File: config.mk
export PLATFORM = sky130hd
export DESIGN_NAME = mandel_render_top
export DESIGN_NICKNAME = d
export VERILOG_FILES = /design/src/source/mandel_fixed_pkg.sv /design/src/source/mandel_cfg_pkg.sv /design/src/source/engine_if.sv /design/src/source/serial_config_rx.sv /design/src/source/mandel_engine.sv /design/src/source/render_sequencer.sv /design/src/source/mandel_render_top.sv
export SDC_FILE = /design/constraint.sdc
export NUM_CORES = 1
export LEC_CHECK = 0
export CAP_MARGIN = 20
export CORE_UTILIZATION = 29
export CTS_CLUSTER_DIAMETER = 30
export CTS_CLUSTER_SIZE = 20
export DETAILED_ROUTE_END_ITERATION = 12
export DONT_BUFFER_PORTS = 1
export MAX_ROUTING_LAYER = met4
export RECOVER_POWER = 100
export SLEW_MARGIN = 0
export SYNTH_ARGS = -nofsm -noshare
export SYNTH_HDL_FRONTEND = slang
export SYNTH_SLANG_ARGS = --single-unit
export TNS_END_PERCENT = 30
File: constraint.sdc
create_clock -name clk -period 9.7 [get_ports clk]
set_input_delay 1.94 -clock clk [delete_from_list [all_inputs] [get_ports clk]]
set_output_delay 1.94 -clock clk [all_outputs]
set_load 0.01 [all_outputs]
File: src/source/mandel_fixed_pkg.sv
// Fixed-point number format shared by the Mandelbrot engine and its interface.
// Coordinates are signed with 3 integer bits and FRAC_BITS fraction bits.
package mandel_fixed_pkg;

    // Coordinate word
    localparam int BITWIDTH  = 11;
    localparam int FRAC_BITS = 8;

    // Iteration counter
    localparam int CTRWIDTH = 7;

    // Reported pixel value
    localparam int PIX_WIDTH = 4;

    // Products and squared magnitude need the full product plus a carry
    localparam int WIDE_WIDTH = 2 * BITWIDTH + 1;

    typedef logic signed [BITWIDTH-1:0]   coord_t;
    typedef logic        [CTRWIDTH-1:0]   ctr_t;
    typedef logic signed [WIDE_WIDTH-1:0] wide_t;

    // 4.0 after the product has been scaled back by FRAC_BITS
    localparam wide_t ESCAPE_LIMIT = 4 << FRAC_BITS;

endpackage

File: src/source/mandel_cfg_pkg.sv
// Layout of the 33-bit configuration word loaded over the serial pins.
// The receiver slices the shift register by these positions into cfg_t.
package mandel_cfg_pkg;

    localparam int CFG_WIDTH = 33;

    // Real offset
    localparam int CR_LSB = 0;
    localparam int CR_MSB = 10;

    // Imaginary offset
    localparam int CI_LSB = 11;
    localparam int CI_MSB = 21;

    // Step scaling as a left shift of the pixel position
    localparam int SCALE_LSB = 22;
    localparam int SCALE_MSB = 23;

    // Which four counter bits are reported
    localparam int SEL_LSB = 24;
    localparam int SEL_MSB = 25;

    // Iteration limit
    localparam int MAXC_LSB = 26;
    localparam int MAXC_MSB = 32;

    // Fields from bit 32 down to bit 0
    typedef struct packed {
        mandel_fixed_pkg::ctr_t   max_ctr;
        logic [1:0]               ctr_select;
        logic [1:0]               scaling;
        mandel_fixed_pkg::coord_t ci_offset;
        mandel_fixed_pkg::coord_t cr_offset;
    } cfg_t;

endpackage

File: src/source/engine_if.sv
// Pixel handshake between the render sequencer and the Mandelbrot engine.
// The sequencer issues run pulses, the engine reports running, last and count.
`timescale 1ns/1ns

interface engine_if;
    import mandel_fixed_pkg::*;

    logic                 run;       // Start one pixel
    logic                 new_frame; // With the first run of a frame
    logic                 running;
    logic                 last;      // Current pixel is the final one
    logic [PIX_WIDTH-1:0] count;

    modport sequencer (
        output run,
        output new_frame,
        input  running,
        input  last,
        input  count
    );

    modport engine (
        input  run,
        input  new_frame,
        output running,
        output last,
        output count
    );

endinterface

File: src/source/serial_config_rx.sv
// Serial configuration receiver. Shifts the word in LSB first while the enable
// is high and pulses start when the enable drops.
`timescale 1ns/1ns

module serial_config_rx (
    input  logic                 clk,
    input  logic                 reset,
    input  logic                 cfg_sen,
    input  logic                 cfg_sclk,
    input  logic                 cfg_sdata,
    output mandel_cfg_pkg::cfg_t cfg,
    output logic                 start
);
    import mandel_cfg_pkg::*;

    logic [2:0]           sen_sync;
    logic [2:0]           sclk_sync;
    logic [2:0]           sdata_sync;
    logic [CFG_WIDTH-1:0] shreg;
    logic                 sclk_rise;

    // Pins into the clock domain
    always_ff @(posedge clk) begin
        if (reset) begin
            sen_sync   <= '0;
            sclk_sync  <= '0;
            sdata_sync <= '0;
            start      <= 1'b0;
        end else begin
            sen_sync   <= {sen_sync[1:0], cfg_sen};
            sclk_sync  <= {sclk_sync[1:0], cfg_sclk};
            sdata_sync <= {sdata_sync[1:0], cfg_sdata};
            start      <= sen_sync[2] & ~sen_sync[1]; // Enable falling edge
        end
    end

    assign sclk_rise = sclk_sync[1] & ~sclk_sync[2];

    // One bit per serial clock rise while enabled
    always_ff @(posedge clk) begin
        if (sen_sync[2] && sclk_rise) begin
            shreg <= {sdata_sync[2], shreg[CFG_WIDTH-1:1]};
        end
    end

    // Fields by position
    always_comb begin
        cfg.cr_offset  = shreg[CR_MSB:CR_LSB];
        cfg.ci_offset  = shreg[CI_MSB:CI_LSB];
        cfg.scaling    = shreg[SCALE_MSB:SCALE_LSB];
        cfg.ctr_select = shreg[SEL_MSB:SEL_LSB];
        cfg.max_ctr    = shreg[MAXC_MSB:MAXC_LSB];
    end

endmodule

File: src/source/mandel_engine.sv
// Mandelbrot pixel engine. Steps through the frame in raster order and
// iterates z = z^2 + c for one pixel per run pulse.
`timescale 1ns/1ns

module mandel_engine #(
    parameter int IMG_W = 8,
    parameter int IMG_H = 6
) (
    input  logic                 clk,
    input  logic                 reset,
    input  mandel_cfg_pkg::cfg_t cfg,
    engine_if.engine             eng
);
    import mandel_fixed_pkg::*;

    localparam int XW = (IMG_W > 1) ? $clog2(IMG_W) : 1;
    localparam int YW = (IMG_H > 1) ? $clog2(IMG_H) : 1;

    // Raster position
    logic [XW-1:0] x;
    logic [YW-1:0] y;
    logic [XW-1:0] x_eff;
    logic [YW-1:0] y_eff;

    // Point and orbit
    coord_t cr;
    coord_t ci;
    coord_t zr;
    coord_t zi;
    coord_t cr_load;
    coord_t ci_load;
    ctr_t   ctr;

    // Full-width arithmetic
    wide_t zr_sq;
    wide_t zi_sq;
    wide_t zr_zi;
    wide_t mag;
    wide_t zr_next;
    wide_t zi_next;

    logic escape;
    logic stop;

    // A new frame starts from the origin in the same cycle as its first run
    assign x_eff = eng.new_frame ? '0 : x;
    assign y_eff = eng.new_frame ? '0 : y;

    assign cr_load = cfg.cr_offset + (coord_t'(x_eff) << cfg.scaling);
    assign ci_load = cfg.ci_offset + (coord_t'(y_eff) << cfg.scaling);

    always_comb begin
        zr_sq   = zr * zr;
        zi_sq   = zi * zi;
        zr_zi   = zr * zi;
        mag     = (zr_sq + zi_sq) >>> FRAC_BITS;
        zr_next = ((zr_sq - zi_sq) >>> FRAC_BITS) + cr;
        zi_next = ((zr_zi <<< 1) >>> FRAC_BITS) + ci; // 2*zr*zi + ci
    end

    assign escape = (mag >= ESCAPE_LIMIT);
    assign stop   = escape || (ctr == cfg.max_ctr);

    // Control state
    always_ff @(posedge clk) begin
        if (reset) begin
            eng.running <= 1'b0;
            x           <= '0;
            y           <= '0;
        end else if (eng.run) begin
            eng.running <= 1'b1;
            x           <= x_eff;
            y           <= y_eff;
        end else if (eng.running && stop) begin
            eng.running <= 1'b0;
            // Advance to the next raster position
            if (x == XW'(IMG_W - 1)) begin
                x <= '0;
                if (y == YW'(IMG_H - 1)) begin
                    y <= '0;
                end else begin
                    y <= y + 1'b1;
                end
            end else begin
                x <= x + 1'b1;
            end
        end
    end

    // Point, orbit and counter
    always_ff @(posedge clk) begin
        if (eng.run) begin
            cr       <= cr_load;
            ci       <= ci_load;
            zr       <= '0;
            zi       <= '0;
            ctr      <= '0;
            eng.last <= (x_eff == XW'(IMG_W - 1)) && (y_eff == YW'(IMG_H - 1));
        end else if (eng.running && !stop) begin
            zr  <= zr_next[BITWIDTH-1:0]; // Truncated to a coordinate
            zi  <= zi_next[BITWIDTH-1:0];
            ctr <= ctr + 1'b1;
        end
    end

    // Four counter bits from ctr_select upward
    assign eng.count = ctr[cfg.ctr_select +: PIX_WIDTH];

endmodule

File: src/source/render_sequencer.sv
// Frame sequencer. Launches one engine run per pixel after a start pulse and
// strobes each finished pixel value out, flagging the frame's last one.
`timescale 1ns/1ns

module render_sequencer (
    input  logic                                 clk,
    input  logic                                 reset,
    input  logic                                 start,
    engine_if.sequencer                          eng,
    output logic                                 pixel_valid,
    output logic [mandel_fixed_pkg::PIX_WIDTH-1:0] pixel_count,
    output logic                                 frame_done,
    output logic                                 busy
);
    typedef enum logic [1:0] {
        IDLE,
        LAUNCH,
        WAIT_PIXEL,
        NEXT
    } state_t;

    state_t state;
    logic   running_q;
    logic   pixel_end;

    // Engine just finished a pixel
    assign pixel_end = running_q & ~eng.running;

    always_ff @(posedge clk) begin
        pixel_count <= eng.count; // Value of the pixel that just finished
    end

    always_ff @(posedge clk) begin
        if (reset) begin
            state         <= IDLE;
            running_q     <= 1'b0;
            eng.run       <= 1'b0;
            eng.new_frame <= 1'b0;
            pixel_valid   <= 1'b0;
            frame_done    <= 1'b0;
        end else begin
            running_q     <= eng.running;
            eng.run       <= 1'b0;
            eng.new_frame <= 1'b0;
            pixel_valid   <= 1'b0;
            frame_done    <= 1'b0;
            case (state)
                IDLE: begin
                    if (start) begin
                        state <= LAUNCH;
                    end
                end
                LAUNCH: begin
                    eng.run       <= 1'b1;
                    eng.new_frame <= 1'b1; // Engine restarts at pixel 0
                    state         <= WAIT_PIXEL;
                end
                WAIT_PIXEL: begin
                    if (pixel_end) begin
                        pixel_valid <= 1'b1;
                        frame_done  <= eng.last;
                        state       <= eng.last ? IDLE : NEXT;
                    end
                end
                NEXT: begin
                    eng.run <= 1'b1;
                    state   <= WAIT_PIXEL;
                end
                default: state <= IDLE;
            endcase
        end
    end

    assign busy = (state != IDLE);

endmodule

File: src/source/mandel_render_top.sv
// Mandelbrot renderer top level. Configure over the serial pins, then drop the
// enable to render one frame as a stream of 4-bit pixel strobes.
`timescale 1ns/1ns

module mandel_render_top #(
    parameter int IMG_W = 8,
    parameter int IMG_H = 6
) (
    input  logic                                 clk,
    input  logic                                 reset,
    input  logic                                 cfg_sen,
    input  logic                                 cfg_sclk,
    input  logic                                 cfg_sdata,
    output logic                                 pixel_valid,
    output logic [mandel_fixed_pkg::PIX_WIDTH-1:0] pixel_count,
    output logic                                 frame_done,
    output logic                                 busy
);
    import mandel_cfg_pkg::*;

    cfg_t cfg;
    logic start;

    engine_if eng_bus ();

    serial_config_rx u_rx (
        .clk       (clk),
        .reset     (reset),
        .cfg_sen   (cfg_sen),
        .cfg_sclk  (cfg_sclk),
        .cfg_sdata (cfg_sdata),
        .cfg       (cfg),
        .start     (start)
    );

    render_sequencer u_seq (
        .clk         (clk),
        .reset       (reset),
        .start       (start),
        .eng         (eng_bus.sequencer),
        .pixel_valid (pixel_valid),
        .pixel_count (pixel_count),
        .frame_done  (frame_done),
        .busy        (busy)
    );

    mandel_engine #(
        .IMG_W (IMG_W),
        .IMG_H (IMG_H)
    ) u_engine (
        .clk   (clk),
        .reset (reset),
        .cfg   (cfg),
        .eng   (eng_bus.engine)
    );

endmodule

==> run_results.csv, run 1 <==
group,metric,value,unit
detailed_routing,drtIter0Drc,694,
logic_synthesis,ys_seq_area_share,15.15,%
cts,postCtsSetupBuffers,0,
die,die_w,255.5,um
cells_and_area,final_cell_mix,"inv_1 (433), fa_1 (296), ha_1 (205), nand2_1 (148), nor2_1 (119)",
placement,dpl_cell_area,19660,um^2
logic_synthesis,synth_top_area_share,31.79,%
sta,slew_viol_final,72,
sta,clock_skew,0.01161,ns
critical_path,r2r_start,"u_engine.zr[5]",
cells_and_area,insertedDiodeCount,0,
die,dieHeight,255.5,um
sta,grt_setup_unrepaired,"no",
cells_and_area,layout-drive-gt1-share,4.286,%
die,rows,92,
cells_and_area,stdcell_area,20230,um^2
detailed_routing,wl_per_cell,14.55,um
placement,dp_hpwl,34080,um
die,core_region_area,63310,um^2
critical_path,r2r_setup_slack,0.64,ns
critical_path,arrival,9.42,ns
logic_synthesis,synth_largest_area_cell,"fa_1",
grt,grt_max_degree,39,
die,start_util,29.44,%
logic_synthesis,synth_fp_nets,2489,
critical_path,regToRegEndpoint,"u_engine.y[2]",
detailed_routing,routed_wl,41170,um
run_status,outcome,"finished, violations left",
critical_path,cp_max_fo,17,
cts,root_buffer,"clkbuf_16",
sta,setup_tns,0,ns
cells_and_area,final_common_cell,"inv_1",
min_path,hold_class,"flip-flop to flip-flop",
logic_synthesis,ys_ff_latch,113,
cells_and_area,syn_to_final_growth,8.526,%
cts,clkTransAtPathRegs,0.07,ns
critical_path,critPathMaxStageDelay,0.85,ns
logic_synthesis,yosysUniqueCellTypes,74,
grt,grt_use_total,13.48,%
sta,fin_crit_sh,93.41,%
cts,ctsHoldBuffers,0,
sta,final_hold_viol_count,0,
cts,cts_tree,"done",
sta,fmax,0.1104,GHz
cts,cts.sinks,113,
critical_path,required,10.06,ns
critical_path,setup.worst_path.end,"u_engine.y[2]",
placement,place_congestion,0.8464,
detailed_routing,num_vias,12920,
cts,clk_latency,0.42,ns
detailed_routing,route.detailed.drc,0,
grt,grt_overflow,0,
detailed_routing,drt_first_pass_iters,5,
run_status,violations,"max-capacitance violations, max-slew violations",
critical_path,worstSetupEndpointType,"flip-flop",
critical_path,cp_slowest_cell,"dfxtp_1",
logic_synthesis,synth_area,18640,um^2
sta,slew_headroom,-40.40,%
detailed_routing,via_per_inst,4.568,
cells_and_area,nets,2476,
cts,cts.htree.levels,4,
grt,antenna_found_initial,0,
logic_synthesis,async_flop_share,0,%
grt,grt_first_pass_wirelength,69730,um
flow_run,maxCapViolCount,2,
sta,worst_pin_slew,2.106,ns
critical_path,crit_start,"u_engine.zr[5]",
die,die_area,65290,um^2
logic_synthesis,syn_avg_cell_area,9.399,um^2
logic_synthesis,synth_edf_count,56,
sta,setup_violations,0,
detailed_routing,drtAntennaViolNets,0,
cts,post_cts_resized,0,
logic_synthesis,syn_inst,1983,
logic_synthesis,synth_area_leaders,"fa_1 (32%), ha_1 (14%), edfxtp_1 (9.0%)",
cells_and_area,n_fill_cell,6517,
cts,clockBufferDepth,2,
critical_path,r2r_cells,30,
logic_synthesis,yosysWarnings,0,
logic_synthesis,yosys_most_used_dff,"dfxtp_1",
critical_path,start_kind,"flip-flop",
critical_path,criticalPathCategory,"flip-flop to flip-flop",
grt,grt_pass1_vias,13990,
cts,numCtsBuffers,17,
sta,hold_slack,0.4134,ns
sta,period_needed,9.061,ns
placement,port-buffer-count,0,
cells_and_area,utilization,31.95,%
die,ioPinCount,12,
-- through the flow --
step                      instances  worst slack, ns
after global routing           2829           0.1847
after detailed placement       2797           0.9604
final                          2829           0.6393
after floorplan                1983            1.704
after global placement         2797            1.166
after CTS                      2829           0.8906
-- synth_stat cells, drive strengths merged, types with 29 or more instances --
cell    number
nor2       120
fa         296
xnor2      107
ha         205
inv        433
dfxtp       57
nor3        30
nor2b       47
clkbuf      51
nand3       29
a21oi       53
edfxtp      56
nand2      148
and2        82
-- worst min-delay path by stage --
stage / slack (ns) / depth (start not counted) / from / endpoint
final: 0.41 / 0 / u_rx.sdata_sync[2] / u_rx.cfg[32]
after global routing: 0.43 / 0 / u_rx.sdata_sync[2] / u_rx.cfg[32]
after CTS: 0.42 / 0 / u_rx.sdata_sync[2] / u_rx.cfg[32]
after detailed placement: 0.39 / 0 / u_rx.sdata_sync[2] / u_rx.cfg[32]
after global placement: 0.40 / 1 / u_rx.sen_sync[1] / u_rx.start
after floorplan: 0.39 / 0 / u_rx.sdata_sync[2] / u_rx.cfg[32]
-- worst max-delay path: cells and delay by family (launching register included) --
kind,cells,cell delay [ns]
adder cells (fa/ha/maj),7,2.94
AO/OA/AOI/OAI,8,2.62
flip-flops,1,0.85
multiplexers,1,0.19
XOR/XNOR,1,0.25
AND/OR/NAND/NOR,7,1.25
buffers and inverters,6,0.87
-- area by class of cell --
class	count	area (um^2)	share of cell area, %
Sequential cell	113	2823	13.96
Multi-Input combinational cell	1375	13900	68.71
Clock inverter	15	185.2	0.9155
Tap cell	846	1059	5.233
Clock buffer	17	425.4	2.103
Timing Repair Buffer	26	196.4	0.9712
Inverter	437	1640	8.110
-- flip-flops by register name, indices dropped and copies added, names as in the netlist --
name and cells:
u_seq.pixel_valid 1, u_seq.running_q 1, u_engine.x 3, u_engine.cr 11
u_seq.state 2, u_seq.eng.run 1, u_rx.cfg 33, u_seq.pixel_count 4
u_engine.ci 11, u_seq.frame_done 1, u_rx.sdata_sync 3, u_engine.zi 11
u_engine.eng.last 1, u_rx.sclk_sync 3, u_rx.start 1, u_seq.eng.new_frame 1
u_engine.zr 11, u_engine.eng.running 1, u_rx.sen_sync 3, u_engine.y 3
u_engine.ctr 7
-- layer usage --
layer	wire length, um	vias up	global-route usage, %
li1	-	6168	-
met1	18840	6471	17.60
met2	19930	244	22.29
met3	1596	41	1.664
met4	801	0	3.027
met5	0	-	-
-- cell families after synthesis --
logic type               count (synthesis)  synth area share, %
AO/OA/AOI/OAI                          180                6.653
XOR/XNOR                               135                6.344
adder cells (fa/ha/maj)                501                45.56
buffers and inverters                  495                10.14
flip-flops                             113                15.14
multiplexers                            35                2.215
AND/OR/NAND/NOR                        524                13.95
Power of run 1 is left out: the tool's default activity adds up to more than one toggle a clock period on the data nets, which glitch-free logic cannot reach.
==> run 2: changes to the inputs <==
--- a/config.mk
+++ b/config.mk
@@ -6,7 +6,7 @@
 export NUM_CORES = 1
 export LEC_CHECK = 0
 export CAP_MARGIN = 20
-export CORE_UTILIZATION = 29
+export CORE_UTILIZATION = 45
 export CTS_CLUSTER_DIAMETER = 30
 export CTS_CLUSTER_SIZE = 20
 export DETAILED_ROUTE_END_ITERATION = 12
==> run_results.csv, run 2 (synthesized netlist as in run 1, its figures left out) <==
group,metric,value,unit
detailed_routing,num_vias,12770,
critical_path,arrival,9.12,ns
die,die_area,42230,um^2
detailed_routing,routed_wl,39140,um
sta,worst_pin_slew,1.151,ns
grt,antenna_found_initial,1,
sta,setup_violations,0,
sta,grt_setup_unrepaired,"no",
sta,hold_slack,0.4190,ns
detailed_routing,wl_per_cell,15.55,um
sta,final_hold_viol_count,0,
die,core_region_area,40830,um^2
min_path,min-delay-start,"u_rx.sdata_sync[2]",
min_path,min_delay_path_depth,0,
critical_path,required,9.95,ns
die,rows,74,
die,ioPinCount,12,
detailed_routing,route.detailed.drc,0,
cts,numCtsBuffers,17,
cts,clk_latency,0.42,ns
placement,place_congestion,0.8740,
die,dieHeight,205.5,um
cells_and_area,nets,2477,
grt,grt_overflow,0,
die,start_util,45.65,%
cts,root_buffer,"clkbuf_16",
grt,grt_pass1_vias,13370,
critical_path,r2r_cells,28,
critical_path,r2r_start,"u_engine.zr[5]",
cts,cts_tree,"done",
critical_path,cp_max_fo,29,
grt,grt_use_total,20.76,%
sta,clock_skew,0.01736,ns
cts,clkTransAtPathRegs,0.07,ns
cells_and_area,final_cell_mix,"inv_1 (433), fa_1 (296), ha_1 (205), nand2_1 (148), nor2_1 (119)",
critical_path,critPathMaxStageDelay,0.75,ns
critical_path,start_kind,"flip-flop",
cells_and_area,final_common_cell,"inv_1",
grt,grt_first_pass_wirelength,66680,um
critical_path,criticalPathCategory,"flip-flop to flip-flop",
grt,grt_max_degree,60,
detailed_routing,via_per_inst,5.072,
sta,period_needed,8.874,ns
detailed_routing,drtAntennaViolNets,0,
placement,port-buffer-count,0,
critical_path,worstSetupEndpointType,"flip-flop",
cts,cts.sinks,113,
die,die_w,205.5,um
cells_and_area,syn_to_final_growth,6.183,%
cts,cts.htree.levels,4,
cells_and_area,largest_register_ffs,33,
flow_run,maxCapViolCount,0,
sta,slew_viol_final,0,
sta,fin_crit_sh,91.48,%
detailed_routing,drt_first_pass_iters,5,
sta,slew_headroom,23.28,%
critical_path,cp_slowest_cell,"dfxtp_1",
detailed_routing,drtIter0Drc,617,
run_status,outcome,"finished, final reports clean",
critical_path,crit_start,"u_engine.zr[5]",
min_path,hold_class,"flip-flop to flip-flop",
sta,setup_tns,0,ns
cells_and_area,layout-drive-gt1-share,4.486,%
placement,dp_hpwl,32830,um
sta,fmax,0.1127,GHz
cts,clockBufferDepth,2,
## run 2: path summary, 6_finish.rpt
path	slack, ns	end
max	0.83	u_engine.zi[5]
min	0.42	u_rx.cfg[32]
min reg2reg	0.42	u_rx.cfg[32]
max reg2reg	0.83	u_engine.zi[5]
## run 2: area by class of cell
type | count | area (um^2)
diodes | 1 | 2.502
clock buffers | 18 | 439.2
clock inverters | 14 | 117.6
fillers | 3837 | 21040
inverters | 437 | 1640
multi-input cells | 1375 | 13900
flip-flops and latches | 113 | 2823
well taps | 532 | 665.6
repair buffers | 27 | 198.9
## run 2: stage by stage
stage          util [%]  instance area [um^2]  instances  setup slack, ns
2_1_floorplan         -                 18640       1983            1.704
3_3_place_gp      47.17                 19260       2484            1.027
3_5_place_dp      47.17                 19260       2484           0.7845
4_1_cts           48.54                 19820       2516           0.7435
5_1_grt           48.47                 19790       2517          0.09892
6_report          48.47                 19790       2517           0.8262
## run 2: what timing repair did
| action | 4_1_cts | 5_1_grt |
|---|---|---|
| gates resized for setup | 0 | 1 |
| endpoints found under the setup margin | 0 | 1 |
| setup buffers | 0 | 0 |
| hold buffers | 0 | 0 |
## run 2: layer usage
metal	routed length, um	global-route usage, %	vias up
met4	822	5.317	0
met5	0	-	-
li1	-	-	6162
met1	17710	27.00	6388
met2	19470	34.51	179
met3	1135	2.265	36
## run 2: critical path: cells and delay by family (launching register included)
kind            cells  cell delay, ns
flops               1            0.75
compound gates      6            1.89
mux                 2            0.57
fa+ha+maj           7            3.05
buf+inv             6            1.07
simple gates        6            1.19
xor+xnor            1            0.16
Power of run 2 is left out for the same reason.
==> run 3: changes to the inputs <==
--- a/config.mk
+++ b/config.mk
@@ -5,6 +5,7 @@
 export SDC_FILE = /design/constraint.sdc
 export NUM_CORES = 1
 export LEC_CHECK = 0
+export ABC_CLOCK_PERIOD_IN_PS = 7400
 export CAP_MARGIN = 20
 export CORE_UTILIZATION = 45
 export CTS_CLUSTER_DIAMETER = 30
@@ -13,6 +14,7 @@
 export DONT_BUFFER_PORTS = 1
 export MAX_ROUTING_LAYER = met4
 export RECOVER_POWER = 100
+export REMOVE_ABC_BUFFERS = 1
 export SLEW_MARGIN = 0
 export SYNTH_ARGS = -nofsm -noshare
 export SYNTH_HDL_FRONTEND = slang
==> constraint.sdc (replaced) <==
create_clock -name clk -period 7.4 [get_ports clk]
set_input_delay 1.48 -clock clk [delete_from_list [all_inputs] [get_ports clk]]
set_output_delay 1.48 -clock clk [all_outputs]
set_load 0.01 [all_outputs]
==> run_results.csv, run 3 (synthesized netlist as in run 1, its figures left out) <==
group,metric,value,unit
critical_path,worstSetupEndpointType,"flip-flop",
critical_path,cp_max_fo,4,
cells_and_area,final_cell_mix,"inv_1 (414), fa_1 (283), buf_4 (247), ha_1 (173), nand2_1 (136)",
cells_and_area,stdcell_count,2766,
placement,port-buffer-count,0,
grt,grt_max_degree,60,
critical_path,crit_top_cell,"fa_1",
die,start_util,45.65,%
placement,dpl_cell_area,20880,um^2
placement,dp_cells,2696,
critical_path,cp.depth,33,
grt,grt_overflow,0,
detailed_routing,routed_wl,43710,um
sta,slew_viol_final,0,
cts,clockBufferDepth,2,
cts,cts_tree,"done",
critical_path,cp_top_family,"adder cells",
cells_and_area,insertedDiodeCount,0,
detailed_routing,drtAntennaViolNets,0,
cts,root_buffer,"clkbuf_16",
cells_and_area,syn_to_final_growth,23.95,%
grt,grt_use_total,22.52,%
placement,dp_hpwl,35560,um
die,rows,74,
detailed_routing,num_vias,13730,
cells_and_area,utilization,56.58,%
critical_path,cp_num_buf_inv,9,
detailed_routing,drt_first_pass_iters,5,
critical_path,critPathMaxStageDelay,0.54,ns
cts,clk_latency,0.42,ns
critical_path,arrival,7.80,ns
die,die_w,205.5,um
cells_and_area,largest_register_ffs,33,
critical_path,criticalPathCategory,"flip-flop to flip-flop",
grt,grt_pass1_vias,14550,
cts,cts.sinks,113,
detailed_routing,wl_per_cell,15.80,um
detailed_routing,drtIter0Drc,550,
die,ioPinCount,12,
run_status,outcome,"finished, violations left",
critical_path,required,7.72,ns
cts,cts.htree.levels,4,
critical_path,r2r_cells,33,
cts,clkTransAtPathRegs,0.06,ns
placement,place_congestion,0.9149,
die,dieHeight,205.5,um
flow_run,maxCapViolCount,0,
sta,slew_headroom,46.38,%
cts,ctsHoldBuffers,0,
sta,clock_skew,0.006589,ns
cells_and_area,multi_input_area,15040,um^2
sta,worst_pin_slew,0.8014,ns
cells_and_area,nets,2727,
grt,grt_first_pass_wirelength,72650,um
sta,setup_violations,1,
cells_and_area,stdcell_area,23100,um^2
sta,grt_setup_unrepaired,"yes",
min_path,hold_class,"flip-flop to flip-flop",
run_status,violations,"negative setup slack",
sta,fmax,0.1338,GHz
cells_and_area,final_common_cell,"inv_1",
cells_and_area,register_area,2870,um^2
cells_and_area,n_fill_cell,3548,
detailed_routing,route.detailed.drc,0,
sta,period_needed,7.474,ns
critical_path,start_kind,"flip-flop",
die,die_area,42230,um^2
detailed_routing,via_per_inst,4.964,
placement,dp_worst_setup_slack,-0.5059,ns
min_path,min_delay_path_depth,0,
grt,antenna_found_initial,0,
cts,numCtsBuffers,17,
die,core_region_area,40830,um^2
sta,layout_setup_ws,-0.07419,ns
cells_and_area,layout-drive-gt1-share,24.31,%
sta,fin_crit_sh,101.0,%
critical_path,cp_slowest_cell,"or4_4",
sta,final_hold_viol_count,0,
[run 3: per-stage QoR]
step                setup TNS (ns)  hold WS, ns
floorplan                   -7.357       0.3855
global placement            -2.294       0.3906
detailed placement          -5.434       0.3896
CTS                         -1.877       0.4040
global route                -5.545       0.4079
finish                    -0.07419       0.4021
[run 3: path summary, 6_finish.rpt]
| check | end | slack (ns) | start |
|---|---|---|---|
| max reg2reg | u_engine.zr[10] | -0.07 | u_engine.zr[3] |
| min | u_rx.cfg[32] | 0.40 | u_rx.sdata_sync[2] |
| max | u_engine.zr[10] | -0.07 | u_engine.zr[3] |
| min reg2reg | u_rx.cfg[32] | 0.40 | u_rx.sdata_sync[2] |
[run 3: worst reg2reg max path, delay by kind of cell, from the launching register on]
kind,cells,cell delay [ns]
adder cells (fa/ha/maj),8,3.21
flip-flops,1,0.37
AND/OR/NAND/NOR,4,0.78
buffers and inverters,9,0.77
XOR/XNOR,3,0.51
AO/OA/AOI/OAI,9,1.73
[run 3: area by class of cell]
cell class	count	area share (%)
clock buffers	19	2.009
clock inverters	13	0.7095
inverters	437	7.106
multi-input cells	1375	65.10
flip-flops and latches	113	12.42
well taps	532	2.881
repair buffers	277	9.771
[run 3: what timing repair did]
item	CTS	global route
buffers inserted	18	19
pin swaps	26	110
endpoints found under the setup margin	36	36
resized for setup	94	191
cloned	2	2
endpoints found under the hold margin	0	0
[run 3: routing by layer]
layer	vias to the layer above	track usage, %	share of wire (%)
met2	174	37.35	50
met5	-	-	0
li1	6662	-	-
met4	0	4.365	1.7
met1	6858	30.31	46
met3	36	1.821	2.4
Power of run 3 is left out for the same reason.
